==> src/verilog/decoderPkg.sv <==
/*
 * Telemetry decoder shared definitions: register map, line code and
 * derandomizer codes, and the control word layout
 */
package decoderPkg;

    // Register byte addresses
    parameter int unsigned decCtrlAddr     = 'h000;
    parameter int unsigned decStatusAddr   = 'h004;
    parameter int unsigned decFifoDataAddr = 'h008;

    // Line code selection when Miller and biphase are off
    parameter logic [1:0] nrzL = 2'd0;
    parameter logic [1:0] nrzM = 2'd1;
    parameter logic [1:0] nrzS = 2'd2;

    // Derandomizer polynomials
    parameter logic [2:0] derandOff   = 3'd0;
    parameter logic [2:0] derandIrig15 = 3'd1; // Taps 14 and 15
    parameter logic [2:0] derandV17   = 3'd2; // Taps 14 and 17

    typedef struct packed {
        logic [14:0] unused;
        logic        clkPhaseHi;
        logic        derandHi;
        logic        inputSelect;
        logic        bypassFifo;
        logic        derandMid;
        logic [1:0]  mode;
        logic        millerEnable;
        logic        biphaseEnable;
        logic        iqSwap;
        logic        feherEnable;
        logic        demuxEnable;
        logic        derandLo;
        logic        dataInvert;
        logic        clkSelect;
        logic        clkPhaseLo;
        logic        fifoReset;
    } decCtrlFields_s;

    typedef union packed {
        logic [31:0]    raw;    // Bus view, byte lanes
        decCtrlFields_s fields; // Named settings
    } decCtrlWord_u;

endpackage

==> src/verilog/decoderRegs.sv <==
/*
 * Decoder control register, written per byte lane from the host bus
 * and read back as one word
 */
`timescale 1ns/10ps

module decoderRegs #(
    parameter int AddrBits = 13
) (
    input  logic                     busClk,
    input  logic                     arstN,
    input  logic                     cs,
    input  logic                     wr0,
    input  logic                     wr1,
    input  logic                     wr2,
    input  logic                     wr3,
    input  logic [AddrBits-1:0]      addr,
    input  logic [31:0]              dataIn,
    output decoderPkg::decCtrlWord_u ctrlWord,
    output logic [31:0]              ctrlRead
);

    decoderPkg::decCtrlWord_u nextWord;
    logic                     ctrlHit;

    assign ctrlHit = cs && (addr == AddrBits'(decoderPkg::decCtrlAddr));

    // Merge written lanes into the current word
    always_comb begin
        nextWord = ctrlWord;
        if (ctrlHit) begin
            if (wr0) begin
                nextWord.raw[7:0] = dataIn[7:0];
            end
            if (wr1) begin
                nextWord.raw[15:8] = dataIn[15:8];
            end
            if (wr2) begin
                nextWord.raw[23:16] = dataIn[23:16];
            end
            if (wr3) begin
                nextWord.raw[31:24] = dataIn[31:24];
            end
        end
        nextWord.fields.unused = '0; // Spare bits read as zero
    end

    always_ff @(posedge busClk or negedge arstN) begin
        if (!arstN) begin
            ctrlWord <= '0;
        end else begin
            ctrlWord <= nextWord;
        end
    end

    assign ctrlRead = ctrlWord.raw; // Readback view

endmodule

==> src/verilog/bitDecoder.sv <==
/*
 * Bit decoder: selects and inverts half-bit symbols, decodes the line code,
 * derandomizes and packs bits MSB-first into bytes
 */
`timescale 1ns/10ps

module bitDecoder (
    input  logic       busClk,
    input  logic       arstN,
    input  logic       symA,
    input  logic       symB,
    input  logic       symValid,
    input  logic       fifoReset,
    input  logic       inputSelect,
    input  logic       dataInvert,
    input  logic [1:0] mode,
    input  logic       biphaseEnable,
    input  logic       millerEnable,
    input  logic [2:0] derandomize,
    output logic [7:0] byteData,
    output logic       byteValid
);

    logic        symSel;
    logic        halfPhase;  // 1 while waiting for the second half
    logic        firstHalf;
    logic        prevFirst;  // First half of the previous bit
    logic        lineBit;
    logic        tapXor;
    logic        outBit;
    logic [16:0] history;    // Received bits, newest in bit 0
    logic [6:0]  shiftReg;
    logic [2:0]  bitCount;
    logic        bitDone;

    assign symSel  = (inputSelect ? symB : symA) ^ dataInvert;
    assign bitDone = symValid && halfPhase && !fifoReset;

    always_comb begin
        if (millerEnable) begin
            lineBit = firstHalf ^ symSel; // Transition within the bit
        end else if (biphaseEnable) begin
            lineBit = firstHalf;
        end else begin
            case (mode)
                decoderPkg::nrzL: lineBit = firstHalf;
                decoderPkg::nrzM: lineBit = firstHalf ^ prevFirst;
                decoderPkg::nrzS: lineBit = ~(firstHalf ^ prevFirst);
                default:          lineBit = firstHalf;
            endcase
        end
    end

    // Self-synchronizing descrambler taps
    always_comb begin
        case (derandomize)
            decoderPkg::derandOff:    tapXor = 1'b0;
            decoderPkg::derandIrig15: tapXor = history[13] ^ history[14];
            decoderPkg::derandV17:    tapXor = history[13] ^ history[16];
            default:                  tapXor = 1'b0;
        endcase
    end

    assign outBit = lineBit ^ tapXor;

    always_ff @(posedge busClk or negedge arstN) begin
        if (!arstN) begin
            halfPhase <= 1'b0;
            firstHalf <= 1'b0;
            prevFirst <= 1'b0;
            history   <= '0;
            shiftReg  <= '0;
            bitCount  <= '0;
            byteValid <= 1'b0;
        end else begin
            byteValid <= 1'b0;
            if (fifoReset) begin
                halfPhase <= 1'b0;
                firstHalf <= 1'b0;
                prevFirst <= 1'b0;
                history   <= '0;
                shiftReg  <= '0;
                bitCount  <= '0;
            end else if (symValid) begin
                if (!halfPhase) begin
                    firstHalf <= symSel;
                    halfPhase <= 1'b1;
                end else begin
                    halfPhase <= 1'b0;
                    prevFirst <= firstHalf;
                    history   <= {history[15:0], lineBit};
                    shiftReg  <= {shiftReg[5:0], outBit};
                    bitCount  <= bitCount + 3'd1;
                    if (bitCount == 3'd7) begin
                        byteValid <= 1'b1; // Eighth bit of the byte
                    end
                end
            end
        end
    end

    always_ff @(posedge busClk) begin
        if (bitDone && (bitCount == 3'd7)) begin
            byteData <= {shiftReg, outBit};
        end
    end

endmodule

==> src/verilog/decoderFifo.sv <==
/*
 * Byte FIFO between the bit decoder and the bus, with sticky overflow,
 * software clear and a bypass mode that keeps only the newest byte
 */
`timescale 1ns/10ps

module decoderFifo #(
    parameter int FifoDepthLog2 = 4
) (
    input  logic                   busClk,
    input  logic                   arstN,
    input  logic                   fifoReset,
    input  logic                   bypassFifo,
    input  logic [7:0]             byteData,
    input  logic                   byteValid,
    input  logic                   pop,
    output logic [7:0]             fifoData,
    output logic [FifoDepthLog2:0] fifoCount,
    output logic                   fifoOverflow
);

    localparam int Depth = 1 << FifoDepthLog2;

    logic [7:0]               mem [Depth];
    logic [FifoDepthLog2-1:0] wrPtr;
    logic [FifoDepthLog2-1:0] rdPtr;
    logic [FifoDepthLog2-1:0] memAddr;
    logic                     doPop;
    logic                     doPush;
    logic                     full;

    assign full   = (fifoCount == (FifoDepthLog2 + 1)'(Depth));
    assign doPop  = pop && (fifoCount != '0) && !fifoReset;
    assign doPush = byteValid && !fifoReset && (bypassFifo || !full || doPop);
    assign memAddr = bypassFifo ? rdPtr : wrPtr; // Bypass overwrites the head

    always_ff @(posedge busClk) begin
        if (doPush) begin
            mem[memAddr] <= byteData;
        end
    end

    always_ff @(posedge busClk or negedge arstN) begin
        if (!arstN) begin
            wrPtr        <= '0;
            rdPtr        <= '0;
            fifoCount    <= '0;
            fifoOverflow <= 1'b0;
        end else if (fifoReset) begin
            wrPtr        <= '0;
            rdPtr        <= '0;
            fifoCount    <= '0;
            fifoOverflow <= 1'b0;
        end else if (bypassFifo && doPush) begin
            wrPtr     <= rdPtr + 1'b1;
            fifoCount <= (FifoDepthLog2 + 1)'(1); // Single entry
        end else begin
            if (byteValid && !doPush) begin
                fifoOverflow <= 1'b1; // Sticky until cleared
            end
            if (doPush) begin
                wrPtr <= wrPtr + 1'b1;
            end
            if (doPop) begin
                rdPtr <= rdPtr + 1'b1;
            end
            case ({doPush, doPop})
                2'b10:   fifoCount <= fifoCount + 1'b1;
                2'b01:   fifoCount <= fifoCount - 1'b1;
                default: fifoCount <= fifoCount;
            endcase
        end
    end

    assign fifoData = mem[rdPtr];

endmodule

==> src/verilog/busReadPort.sv <==
/*
 * Host read side: register readback mux, FIFO status word and
 * byte pop on data reads
 */
`timescale 1ns/10ps

module busReadPort #(
    parameter int AddrBits      = 13,
    parameter int FifoDepthLog2 = 4
) (
    input  logic                   cs,
    input  logic                   rd,
    input  logic [AddrBits-1:0]    addr,
    input  logic [31:0]            ctrlRead,
    input  logic [7:0]             fifoData,
    input  logic [FifoDepthLog2:0] fifoCount,
    input  logic                   fifoOverflow,
    output logic [31:0]            dataOut,
    output logic                   pop
);

    logic [31:0] statusWord;
    logic        fifoEmpty;
    logic        dataHit;

    assign fifoEmpty = (fifoCount == '0);
    assign dataHit   = (addr == AddrBits'(decoderPkg::decFifoDataAddr));

    always_comb begin
        statusWord                  = '0;
        statusWord[FifoDepthLog2:0] = fifoCount;
        statusWord[16]              = fifoOverflow;
        statusWord[17]              = fifoEmpty;
    end

    always_comb begin
        dataOut = 32'h0; // Idle bus and unmapped addresses
        if (cs) begin
            if (addr == AddrBits'(decoderPkg::decCtrlAddr)) begin
                dataOut = ctrlRead;
            end else if (addr == AddrBits'(decoderPkg::decStatusAddr)) begin
                dataOut = statusWord;
            end else if (dataHit) begin
                dataOut = {24'h0, fifoData};
            end
        end
    end

    assign pop = cs && rd && dataHit && !fifoEmpty; // Byte shown is the one removed

endmodule

==> src/verilog/decoderTop.sv <==
/*
 * Telemetry decoder front end: control register, bit decoder,
 * byte FIFO and host read port
 */
`timescale 1ns/10ps

module decoderTop #(
    parameter int AddrBits      = 13,
    parameter int FifoDepthLog2 = 4
) (
    input  logic                busClk,
    input  logic                arstN,
    input  logic                cs,
    input  logic                wr0,
    input  logic                wr1,
    input  logic                wr2,
    input  logic                wr3,
    input  logic                rd,
    input  logic [AddrBits-1:0] addr,
    input  logic [31:0]         dataIn,
    input  logic                symA,
    input  logic                symB,
    input  logic                symValid,
    output logic [31:0]         dataOut,
    output logic [1:0]          clkPhase,
    output logic                clkSelect,
    output logic                demuxEnable,
    output logic                feherEnable,
    output logic                iqSwap
);

    decoderPkg::decCtrlWord_u ctrlWord;
    logic [31:0]              ctrlRead;
    logic [7:0]               byteData;
    logic                     byteValid;
    logic [7:0]               fifoData;
    logic [FifoDepthLog2:0]   fifoCount;
    logic                     fifoOverflow;
    logic                     pop;

    // Settings for receiver blocks outside this design
    assign clkPhase    = {ctrlWord.fields.clkPhaseHi, ctrlWord.fields.clkPhaseLo};
    assign clkSelect   = ctrlWord.fields.clkSelect;
    assign demuxEnable = ctrlWord.fields.demuxEnable;
    assign feherEnable = ctrlWord.fields.feherEnable;
    assign iqSwap      = ctrlWord.fields.iqSwap;

    decoderRegs #(.AddrBits(AddrBits)) u_regs (
        .busClk(busClk), .arstN(arstN), .cs(cs),
        .wr0(wr0), .wr1(wr1), .wr2(wr2), .wr3(wr3),
        .addr(addr), .dataIn(dataIn),
        .ctrlWord(ctrlWord), .ctrlRead(ctrlRead)
    );

    bitDecoder u_bitDecoder (
        .busClk(busClk), .arstN(arstN),
        .symA(symA), .symB(symB), .symValid(symValid),
        .fifoReset(ctrlWord.fields.fifoReset),
        .inputSelect(ctrlWord.fields.inputSelect),
        .dataInvert(ctrlWord.fields.dataInvert),
        .mode(ctrlWord.fields.mode),
        .biphaseEnable(ctrlWord.fields.biphaseEnable),
        .millerEnable(ctrlWord.fields.millerEnable),
        .derandomize({ctrlWord.fields.derandHi, ctrlWord.fields.derandMid,
                      ctrlWord.fields.derandLo}),
        .byteData(byteData), .byteValid(byteValid)
    );

    decoderFifo #(.FifoDepthLog2(FifoDepthLog2)) u_fifo (
        .busClk(busClk), .arstN(arstN),
        .fifoReset(ctrlWord.fields.fifoReset),
        .bypassFifo(ctrlWord.fields.bypassFifo),
        .byteData(byteData), .byteValid(byteValid), .pop(pop),
        .fifoData(fifoData), .fifoCount(fifoCount), .fifoOverflow(fifoOverflow)
    );

    busReadPort #(.AddrBits(AddrBits), .FifoDepthLog2(FifoDepthLog2)) u_readPort (
        .cs(cs), .rd(rd), .addr(addr), .ctrlRead(ctrlRead),
        .fifoData(fifoData), .fifoCount(fifoCount), .fifoOverflow(fifoOverflow),
        .dataOut(dataOut), .pop(pop)
    );

endmodule

==> config.mk <==
export PLATFORM = sky130hd
export DESIGN_NAME = decoderTop
export DESIGN_NICKNAME = d
export VERILOG_FILES = /design/src/verilog/decoderPkg.sv /design/src/verilog/decoderRegs.sv /design/src/verilog/bitDecoder.sv /design/src/verilog/decoderFifo.sv /design/src/verilog/busReadPort.sv /design/src/verilog/decoderTop.sv
export SDC_FILE = /design/constraint.sdc
export NUM_CORES = 1
export LEC_CHECK = 0
export CORE_UTILIZATION = 45
export CTS_CLUSTER_SIZE = 14
export DETAILED_ROUTE_END_ITERATION = 10
export DONT_BUFFER_PORTS = 1
export PLACE_DENSITY = 0.71
export SETUP_SLACK_MARGIN = 0.02
export SLEW_MARGIN = 20
export SYNTH_ARGS = -nofsm -noshare
export SYNTH_HDL_FRONTEND = slang
export SYNTH_SLANG_ARGS = --single-unit
==> constraint.sdc <==
create_clock -name busClk -period 6.3 [get_ports busClk]
set_clock_uncertainty 0.2 [all_clocks]
set_input_delay 1.575 -clock busClk [delete_from_list [all_inputs] [get_ports busClk]]
set_output_delay 1.575 -clock busClk [all_outputs]
set_load 0.005 [all_outputs]
Word level (Yosys, flattened, before mapping)
Memories as Yosys holds them, arrays and structs flattened.
Cells that the tools add are included.

word-level totals
  RAM bits = 128
  logic and storage cells = 121
  register bits = 70
  output and inout bits = 38
  memories kept = 1
  input bits = 56

operators by class
  equal/unequal tests = 12
  muxes and demuxes = 46
  bitwise gates (word level) = 7
  add/sub/neg operators = 5
  reductions and logical operators = 35

memory list
  memory      depth  width  rd ports  clocked after memory_dff  write ports  line               text
  u_fifo.mem  16     8      1         0                         1            decoderFifo.sv:24  logic [7:0] mem [Depth];

operators by type and width
  operator               number
  $mux W32               3
  $mux W17               3
  $mux W4                7
  $mux W1                21
  $mux W7                3
  $reduce_and A2 Y1      7
  $eq A13 B3 Y1 const B  1
  $eq A13 B4 Y1 const B  1
  $logic_and A1 B1 Y1    13
  $logic_not A13 Y1      1
  $mux W5                2
  $pmux W5 S2            1
  $mux W3                3
  $add A4 B1 Y4 const B  2
  $mux W8                1
  $reduce_bool A2 Y1     4
  $xor A1 B1 Y1          6
  $add A5 B1 Y5 const B  1
  $eq A5 B5 Y1 const B   1
  $logic_not A5 Y1       1
  $reduce_bool A5 Y1     1
  $sub A5 B1 Y5 const B  1
  $eq A2 B1 Y1 const B   2
  $eq A2 B2 Y1 const B   2
  11 further kinds       17

Longest topological paths before layout
Gate-level depths: netlist of the first run.

  word-level depth = 12
  gate-level depth with buffers = 12
  mapped depth without buffers = 11

Cells and area by module
Synthesis of the first run repeated with hierarchy kept, for this count alone.

unflattened totals
  cell total of the unflattened synthesis = 638
  area, all modules = 9141.3 um^2

modules (own cells, without submodules)
  module       area each (um^2)  cells each  seq. area each (um^2)  times used
  decoderFifo  5967.0            368         4194.0                 1
  bitDecoder   1582.8            105         1016.0                 1
  decoderRegs  1084.8            91          425.4                  1
  busReadPort  506.7             74          0.0                    1

Least setup slack after synthesis of the first run
No wires, ideal clock.

  path kind = input -> output
  from = input addr[7]
  to = output dataOut[13]
  stages = 4
  path buffers = 0
  arrival time = 2.687 ns
  setup slack = 1.838 ns
  data required time = 4.525 ns
  cell sequence = nor4_2 nand4_1 nor3_1 and2_1

on the way
  word-level cells in the longest chain between the ends = 3

ends and longest elaborated chain
  item               line               text
  from (decl)        decoderTop.sv:19   input logic [AddrBits-1:0] addr,
  $logic_not A13 Y1  busReadPort.sv:39  if (addr == AddrBits'(decoderPkg::decCtrlAddr)) begin
  $mux W32           busReadPort.sv:39
  $mux W32           busReadPort.sv:38  if (cs) begin
  to (decl)          decoderTop.sv:24   output logic [31:0] dataOut,

Every way passes these cells.

Worst setup path in the final report of the first run
  from = input addr[7]
  to = output dataOut[15]

The elaborated chain is that of the path after synthesis.

==> out/metrics.csv, run 1 <==
stage,metric,value,unit
status,outcome,"finished, final reports clean",
logic_synthesis,Post-synth top cells,"136 x edfxtp_1, 62 x dfrtp_1, 44 x nor2_1, 32 x mux4_2, 31 x a22o_1",
finish,Register Area,0.00564,sq mm
place,placed insts,776,
logic_synthesis,library cells used by synthesis,60,
routing,DR pass1 iterations,5,
global_route,first-pass GRT wire length,26.8,mm
finish,multi-input logic area,0.00281,sq mm
logic_synthesis,sequential-to-total area share from yosys stat,65.0,%
floorplanning,Chip Height,141,um
critical_path,"slowest stage delay, CP",0.85,ns
finish,design area,0.00942,sq mm
critical_path,CP bufs+invs,0,
place,DP HPWL,11.6,mm
clock_tree,CTS Sinks,198,
global_route,grt total ovfl,0,
logic_synthesis,Most used DFF post-synth,edfxtp_1,
finish,# diodes,0,
floorplanning,die area,0.0198,sq mm
sta,RSZ-0062 raised after global routing,no,
routing,final wirelength,17.5,mm
power,Internal,2.32,mW
min_path,Hold Path Class,reg -> reg,
place,gp weighted congestion,0.897,
place,Area after DPL,0.00882,sq mm
critical_path,Worst Setup SP,addr[7],
sta,Final Hold Fails,0,
clock_tree,Root Driver,clkbuf_16,
critical_path,"CP delay by family, top",simple AND/OR/NAND/NOR gates,
routing,DR WL/cell,21.6,um
logic_synthesis,"Async S/R FF share, synth",31.3,%
finish,layout cells sized above 1,16.9,%
sta,minimum clock period,5.30,ns
global_route,GR peak layer,met2,
logic_synthesis,Synth top area share,47.1,%
finish,# fillers,1531,
min_path,HP Start,u_bitDecoder.shiftReg[6],
critical_path,Critical Path Fanout Max,12,
global_route,met1 GRT Util,24.4,%
power,Comb power frac,12.7,%
floorplanning,Initial Util,46.2,%
clock_tree,CTS buffer count,17,
global_route,all-layer global routing usage,18.3,%
critical_path,arrival time worst endpoint,3.53,ns
clock_tree,worst skew pair latency,0.43,ns
power,leakage,3.45,nW
logic_synthesis,Syn Area/Cell,15.3,sq um
critical_path,CP Cell Sequence,nor4_2 -> nand4_1 -> nor3_1 -> and2_1,
sta,Fin Hold WS,0.253,ns
clock_tree,Post-CTS Resized,0,
power,Worst IR Drop VDD,0.000284,V
floorplanning,Top Ports,94,
clock_tree,"Clk pin slew, worst setup/hold paths",0.06,ns
routing,DR vias,4887,
routing,Detail Route Antenna Nets,0,
critical_path,crit start category,input port,
critical_path,FF-to-FF Start,u_fifo.fifoCount[1],
critical_path,Critical Path End Type,output port,
logic_synthesis,largest area contributor in the netlist,edfxtp_1,
routing,DR DRC count,0,
logic_synthesis,Seq cells post-synth,198,
critical_path,CP max stage cell,nor3_1,
power,Cell Pwr Density,330,mW/mm^2
floorplanning,site row count,50,
logic_synthesis,Synth area leaders,"edfxtp_1 47%, dfrtp_1 18%, mux4_2 8.3%, a22o_1 3.1%, mux2_2 2.5%",
power,Clock power frac,35.4,%
global_route,met3 Track Usage GR,3.94,%
sta,Pins Over Slew Limit,0,
clock_tree,hold_buf cts,0,
logic_synthesis,"EDFF count, synth",136,
global_route,number of global-route vias before repair,4764,
clock_tree,# Post-CTS Setup Buffers,0,
critical_path,kind of critical path,in -> out,
logic_synthesis,synth warn,0,
sta,Final WS setup,0.998,ns
floorplanning,Die W,141,um
sta,setup TNS,0,ns
power,Psw,0.795,mW
place,PortBufs,0,
job,maxcap violations,0,
power,switching part of the total power,25.6,%
logic_synthesis,"count leader, synth",edfxtp_1,
clock_tree,maximum root-to-sink buffer count,2,
floorplanning,core area,0.0188,sq mm
sta,actual slew at the worst max-slew pin,1.02,ns
routing,DR iter-0 viols,350,
sta,final setup violation count,0,
finish,Final Non-Filler Cells,808,
sta,post-route clock period utilization,84.2,%
global_route,largest net degree at the start of global routing,63,
clock_tree,CTS tree,done,
global_route,met2 Track Usage GR,29.4,%
place,pre-CTS setup slack,1.02,ns
clock_tree,H-tree levels,4,
global_route,initial antenna violation count,0,
finish,fin nets,627,
sta,Peak Freq,189,MHz
logic_synthesis,Cells after Synth,568,
logic_synthesis,"Cell Area, Synth",0.00867,sq mm
sta,Slew HR,31.6,%
power,sequential power share,51.9,%
finish,Layout area overhead,8.70,%
routing,vias per cell,6.05,
critical_path,CP Data Required Time,4.53,ns
## power by group through the flow
stage | clock (mW) | combinational [mW] | sequential [mW]
floorplan | 0 | 0.337 | 1.60
global placement | 0 | 0.363 | 1.63
detailed placement | 0 | 0.386 | 1.64
CTS | 1.11 | 0.393 | 1.61
global route | 1.16 | 0.436 | 1.62
finish | 1.10 | 0.395 | 1.61
## metal layers
metal	up-vias	wire [um]
met3	32	893
li1	2159	-
met4	0	428
met2	167	8660
met5	-	0
met1	2529	7500
## placed cells by master (no fill, tap or decap), types with 3 or more instances in the layout
cell type  instances
mux4_2            32
clkbuf_16         17
edfxtp_1         136
inv_1             11
nor2b_1            8
buf_4              6
o21ai_0            3
nor2_1            44
mux2_2            19
a21oi_1           21
xnor2_1            8
conb_1            14
nand2b_1           9
a22oi_1           17
a21o_1             4
clkinv_2           3
bufinv_16          3
and2_1             8
nor4_1             3
xor2_1             4
nand4_1            3
dfrtp_1           61
ha_1               9
inv_6              5
a22o_1            31
nand2_1           14
nand3_1           10
mux2i_1           13
nor3_1             9
## through the flow
| step | util [%] | power (mW) |
|---|---|---|
| 6_report | 50.2 | 3.11 |
| 5_1_grt | 50.2 | 3.22 |
| 4_1_cts | 50.2 | 3.12 |
| 3_5_place_dp | 47.0 | 2.02 |
| 3_3_place_gp | 47.0 | 1.99 |
| 2_1_floorplan | - | 1.93 |
## cell families (layout without fill, tap and decap cells)
group / Yosys count / in the layout / share of synthesized area [%]
xor+xnor: 13 / 13 / 1.49
mux: 64 / 64 / 12.3
buf+inv: 56 / 49 / 3.29
simple gates: 126 / 126 / 7.72
fa+ha+maj: 10 / 10 / 1.53
flops: 198 / 198 / 65.0
compound gates: 100 / 100 / 8.63
other cells: 1 / 14 / 0.0433
## area by class of cell
class | count | share of cell area [%]
Multi-Input combinational cell | 327 | 29.8
Clock inverter | 15 | 1.85
Sequential cell | 198 | 59.8
Clock buffer | 17 | 4.51
Tap cell | 234 | 3.11
Timing Repair Buffer | 6 | 0.478
Inverter | 11 | 0.438
## final timing paths
path / end / cells past startpoint / slack (ns)
max: dataOut[15] / 4 / 1.0
min: u_bitDecoder.byteData[7] / 0 / 0.25
max reg2reg: u_fifo.fifoCount[4] / 11 / 3.00
min reg2reg: u_bitDecoder.byteData[7] / 0 / 0.25
max in group asynchronous: u_fifo.rdPtr[0] / 0 / 5.16
min in group asynchronous: u_regs.ctrlRead[0] / 0 / 0.63
## sequential cells by signal (all words and copies together), names as in the netlist
signal and cells:
u_bitDecoder.bitCount 3, u_bitDecoder.byteData 8, u_bitDecoder.byteValid 1, u_bitDecoder.firstHalf 1, u_bitDecoder.halfPhase 1, u_bitDecoder.history 17, u_bitDecoder.prevFirst 1, u_bitDecoder.shiftReg 7
u_fifo.fifoCount 5, u_fifo.fifoOverflow 1, u_fifo.mem 128, u_fifo.rdPtr 4, u_fifo.wrPtr 4, u_regs.ctrlRead 17
Note: power is estimated with default switching activity, not from simulation.
==> run 2: changes to the inputs <==
Settings changed: PLACE_DENSITY 0.71 to 0.73.
Clock period 6.3 ns to 4.26 ns, I/O delays scaled along.
==> run 2 against run 1 <==
Routed wire length rose by 0.72%. Design area grew 1.1%. Non-clock buffer count rose by 18. Sequential power grew 48%. Global-route usage rose by 0.41 points.
==> out/metrics.csv, run 2 (synthesis results as in run 1) <==
stage,metric,value,unit,change
floorplanning,Chip Height,141,um,unchanged
finish,Top reg by flops,u_fifo.mem,,
floorplanning,site row count,50,,unchanged
sta,final setup violation count,0,,unchanged
critical_path,reg-to-reg endpoint,u_fifo.fifoCount[3],,
critical_path,R2R cell count,11,,unchanged
routing,DR vias,4981,,+1.9%
critical_path,FF-to-FF Start,u_fifo.fifoCount[1],,
global_route,grt total ovfl,0,,unchanged
critical_path,"slowest stage delay, CP",0.60,ns,-0.25 ns
clock_tree,H-tree levels,4,,unchanged
sta,Peak Freq,259,MHz,
place,placed insts,794,,+2.3%
floorplanning,die area,0.0198,sq mm,unchanged
finish,layout cells sized above 1,19.8,%,+2.9 points
min_path,Hold Path Class,in -> async,,
global_route,GR peak layer,met2,,
floorplanning,Top Ports,94,,unchanged
clock_tree,Post-CTS Resized,0,,unchanged
power,Worst IR Drop VDD,0.000342,V,+20%
clock_tree,"Clk pin slew, worst setup/hold paths",0.08,ns,+0.02 ns
global_route,first-pass GRT wire length,27.4,mm,+2.4%
clock_tree,CTS buffer count,17,,unchanged
sta,RSZ-0062 raised after global routing,no,,
status,outcome,"finished, final reports clean",,
clock_tree,# Post-CTS Setup Buffers,0,,unchanged
global_route,largest net degree at the start of global routing,63,,unchanged
routing,DR iter-0 viols,419,,+20%
sta,Final Hold Fails,0,,unchanged
finish,"most common cell after layout, fill and taps aside",edfxtp_1,,
clock_tree,CTS tree,done,,
sta,actual slew at the worst max-slew pin,0.828,ns,-0.194 ns
critical_path,CP Cell Sequence,buf_4 -> mux4_2 -> a22oi_1 -> a21oi_1 -> a21o_1,,
floorplanning,Initial Util,46.2,%,unchanged
sta,Fin Hold WS,0.109,ns,-0.145 ns
finish,design area,0.00952,sq mm,+1.1%
clock_tree,worst skew pair latency,0.44,ns,about the same
place,PortBufs,0,,unchanged
sta,Pins Over Slew Limit,0,,unchanged
power,leakage,3.51,nW,+1.7%
global_route,met2 Track Usage GR,30.0,%,+0.65 points
finish,fin nets,645,,+2.9%
floorplanning,Die W,141,um,unchanged
finish,Layout area overhead,9.87,%,
power,Cell Pwr Density,472,mW/mm^2,+43%
clock_tree,hold_buf cts,0,,unchanged
routing,final wirelength,17.6,mm,+0.72%
finish,Final Non-Filler Cells,826,,+2.2%
routing,Detail Route Antenna Nets,0,,unchanged
global_route,number of global-route vias before repair,4896,,+2.8%
global_route,initial antenna violation count,0,,unchanged
critical_path,Critical Path End Type,output port,,
global_route,all-layer global routing usage,18.7,%,+0.41 points
finish,most frequent cells in the layout,"136 x edfxtp_1, 61 x dfrtp_1, 44 x nor2_1, 32 x mux4_2, 31 x a22o_1",,
sta,setup TNS,0,ns,unchanged
critical_path,CP Data Required Time,2.99,ns,-1.54 ns
place,gp weighted congestion,0.902,,+0.51%
global_route,met1 GRT Util,24.7,%,+0.28 points
routing,vias per cell,6.03,,-0.30%
critical_path,kind of critical path,reg -> out,,
routing,DR pass1 iterations,5,,unchanged
sta,Slew HR,44.8,%,+13 points
global_route,met3 Track Usage GR,4.08,%,+0.14 points
finish,# fillers,1540,,+0.59%
clock_tree,CTS Sinks,198,,unchanged
critical_path,crit start category,flop,,
sta,minimum clock period,3.87,ns,
place,pre-CTS setup slack,0.461,ns,-0.563 ns
place,DP HPWL,11.8,mm,+1.5%
critical_path,R2R Setup Slk,0.97,ns,-2.03 ns
sta,post-route clock period utilization,90.8,%,
clock_tree,maximum root-to-sink buffer count,2,,unchanged
finish,Largest register FFs,128,,unchanged
critical_path,arrival time worst endpoint,2.60,ns,-0.93 ns
finish,# diodes,0,,unchanged
place,Area after DPL,0.00895,sq mm,+1.5%
routing,DR DRC count,0,,unchanged
critical_path,CP max stage cell,mux4_2,,
critical_path,"CP delay by family, top",compound AO/OA/AOI/OAI gates,,
critical_path,Critical Path Fanout Max,27,,+15
clock_tree,Root Driver,clkbuf_16,,
sta,Final WS setup,0.392,ns,-0.606 ns
routing,DR WL/cell,21.3,um,-1.5%
job,maxcap violations,0,,unchanged
floorplanning,core area,0.0188,sq mm,unchanged
critical_path,CP bufs+invs,1,,+1
[run 2: per-layer routing]
layer  vias up  wire length (um)
li1       2197                 -
met2       188              8710
met3        25               870
met1      2571              7570
met4         0               456
met5         -                 0
[run 2: layout make-up]
class | instances | area, sq um | share of cell area (%)
clock inverter | 15 | 140 | 1.47
inverter | 11 | 41.3 | 0.434
sequential | 198 | 5640 | 59.2
tap | 234 | 293 | 3.07
clock buffer | 17 | 425 | 4.47
timing repair buffer | 24 | 180 | 1.89
multi-input combinational | 327 | 2810 | 29.5
[run 2: how the worst max path moves through the flow]
stage	cells past startpoint	end	from	slack, ns
floorplan	12	u_fifo.fifoCount[4]	addr[5]	0.67
global placement	11	u_fifo.fifoCount[4]	addr[5]	0.58
detailed placement	11	u_fifo.fifoCount[4]	addr[7]	0.46
CTS	5	dataOut[6]	u_fifo.rdPtr[0]	0.38
global route	5	dataOut[6]	u_fifo.rdPtr[0]	0.33
finish	5	dataOut[6]	u_fifo.rdPtr[0]	0.39
[run 2: worst register-to-register path: stages (launching register included)]
cell and delay [ns]:
dfrtp_1 0.45, or4_4 0.61, o21ai_4 0.29, nor3_1 0.14
nand2b_1 0.15, inv_1 0.10, ha_1 0.37, nand3_1 0.13
and3_1 0.20, o211ai_1 0.17, a21oi_1 0.09, a311oi_1 0.28
[run 2: stage by stage]
step                power [mW]  util, %
floorplan                 2.86        -
global placement          2.95     47.7
detailed placement        2.99     47.7
CTS                       4.50     50.7
global route              4.69     50.7
finish                    4.49     50.7
[run 2: where the power goes]
part           switching (mW)  internal, mW
combinational           0.303         0.278
clock                   0.757         0.771
sequential              0.169          2.22
total                    1.23          3.27
==> run 3: changes to the inputs <==
Settings changed: CTS_BUF_LIST from default to sky130_fd_sc_hd__clkbuf_8.
==> run 3 against run 2 <==
Global-route usage decreased by 0.23 points. Combinational power about the same. Utilization is 1.0 points lower. Total power shrank 9.0%. Non-clock buffer count did not move. Critical path type unchanged. Critical endpoint is now dataOut[0]. Largest cell class unchanged. Highest routed layer unchanged.
==> out/metrics.csv, run 3 (synthesis results as in run 1) <==
stage,metric,value,unit,change
clock_tree,CTS buffer count,17,,unchanged
critical_path,arrival time worst endpoint,2.58,ns,-0.02 ns
finish,"most common cell after layout, fill and taps aside",edfxtp_1,,
job,maxcap violations,0,,unchanged
critical_path,R2R Setup Slk,0.95,ns,-0.02 ns
global_route,first-pass GRT wire length,26.9,mm,-1.8%
power,leakage,3.42,nW,-2.5%
floorplanning,Chip Height,141,um,unchanged
clock_tree,CTS Sinks,198,,unchanged
critical_path,FF-to-FF Start,u_fifo.fifoCount[1],,
routing,DR vias,4895,,-1.7%
critical_path,CP Data Required Time,2.99,ns,about the same
critical_path,Critical Path End Type,output port,,
critical_path,kind of critical path,reg -> out,,
sta,Peak Freq,260,MHz,+0.53%
sta,setup TNS,0,ns,unchanged
clock_tree,maximum root-to-sink buffer count,2,,unchanged
place,DP HPWL,11.8,mm,unchanged
critical_path,reg-to-reg endpoint,u_fifo.fifoCount[3],,
sta,post-route clock period utilization,90.3,%,-0.48 points
sta,minimum clock period,3.85,ns,-0.0205 ns
routing,Detail Route Antenna Nets,0,,unchanged
finish,Largest register FFs,128,,unchanged
clock_tree,"Clk pin slew, worst setup/hold paths",0.11,ns,+0.03 ns
sta,Pins Over Slew Limit,0,,unchanged
critical_path,R2R cell count,11,,unchanged
sta,Slew HR,46.0,%,+1.1 points
power,Worst IR Drop VDD,0.000313,V,-8.5%
min_path,Hold Path Class,in -> async,,
place,placed insts,794,,unchanged
floorplanning,Die W,141,um,unchanged
floorplanning,Initial Util,46.2,%,unchanged
finish,Final Non-Filler Cells,826,,unchanged
global_route,number of global-route vias before repair,4814,,-1.7%
routing,final wirelength,17.4,mm,-1.2%
routing,DR pass1 iterations,5,,unchanged
finish,layout cells sized above 1,19.8,%,unchanged
sta,Final WS setup,0.413,ns,+0.0205 ns
place,pre-CTS setup slack,0.461,ns,unchanged
clock_tree,H-tree levels,4,,unchanged
clock_tree,worst skew pair latency,0.48,ns,+0.04 ns
routing,vias per cell,5.93,,-1.7%
place,PortBufs,0,,unchanged
power,overall power,4.09,mW,-9.0%
finish,# diodes,0,,unchanged
floorplanning,core area,0.0188,sq mm,unchanged
place,gp weighted congestion,0.902,,unchanged
sta,actual slew at the worst max-slew pin,0.811,ns,-0.0171 ns
global_route,all-layer global routing usage,18.5,%,-0.23 points
global_route,grt total ovfl,0,,unchanged
clock_tree,# Post-CTS Setup Buffers,0,,unchanged
sta,final setup violation count,0,,unchanged
finish,most frequent cells in the layout,"136 x edfxtp_1, 61 x dfrtp_1, 44 x nor2_1, 32 x mux4_2, 31 x a22o_1",,
finish,# fillers,1564,,+1.6%
routing,DR iter-0 viols,383,,-8.6%
global_route,initial antenna violation count,0,,unchanged
clock_tree,CTS tree,done,,
sta,Final Hold Fails,0,,unchanged
floorplanning,site row count,50,,unchanged
critical_path,Worst Setup SP,u_fifo.rdPtr[0],,
finish,Top reg by flops,u_fifo.mem,,
floorplanning,die area,0.0198,sq mm,unchanged
clock_tree,hold_buf cts,0,,unchanged
routing,DR WL/cell,21.0,um,-1.2%
status,outcome,"finished, final reports clean",,
finish,fin nets,645,,unchanged
finish,Layout area overhead,7.66,%,
sta,RSZ-0062 raised after global routing,no,,
critical_path,Critical Path Fanout Max,27,,unchanged
floorplanning,Top Ports,94,,unchanged
global_route,largest net degree at the start of global routing,63,,unchanged
routing,DR DRC count,0,,unchanged
clock_tree,Post-CTS Resized,0,,unchanged
power,Cell Pwr Density,439,mW/mm^2,-7.1%
critical_path,crit start category,flop,,
clock_tree,Root Driver,clkbuf_8,,
## run 3: worst max-delay path by stage
stage,to,slack (ns),cells after the start
finish,dataOut[0],0.41,6
global route,dataOut[0],0.27,6
global placement,u_fifo.fifoCount[4],0.58,11
CTS,dataOut[6],0.38,5
floorplan,u_fifo.fifoCount[4],0.67,12
detailed placement,u_fifo.fifoCount[4],0.46,11
## run 3: final cells by class
cell class	count	area, sq um	share of cell area (%)
Clock buffer	17	234	2.51
Clock inverter	15	140	1.50
Inverter	11	41.3	0.442
Multi-Input combinational cell	327	2810	30.1
Sequential cell	198	5640	60.4
Tap cell	234	293	3.14
Timing Repair Buffer	24	180	1.93
## run 3: through the flow
stage          util (%)  cell area (sq um)  hold slack [ns]
6_report           49.7               9330           0.0668
5_1_grt            49.7               9330           0.0208
4_1_cts            49.7               9330           0.0316
3_5_place_dp       47.7               8950            0.257
3_3_place_gp       47.7               8950            0.241
2_1_floorplan         -               8720            0.226
## run 3: critical path, cell delays in order (launching register included)
cell	delay (ns)
dfrtp_2	0.37
buf_4	0.43
mux4_2	0.59
a22oi_1	0.38
a21oi_1	0.14
nor2_1	0.12
nor2_1	0.07
## run 3: per-layer routing
metal  track usage [%]  vias to the layer above  share of wire, %  wire, um
li1                  -                     2196                 -         -
met1              24.5                     2517                43      7500
met2              29.6                      157                50      8670
met3              3.67                       25               4.4       761
met4              8.35                        0               2.6       452
met5                 0                        -                 0         0
## run 3: power breakdown
part	internal (mW)	switching (mW)	total [mW]
Clock	0.426	0.703	1.13
Sequential	2.22	0.166	2.38
Combinational	0.278	0.302	0.580
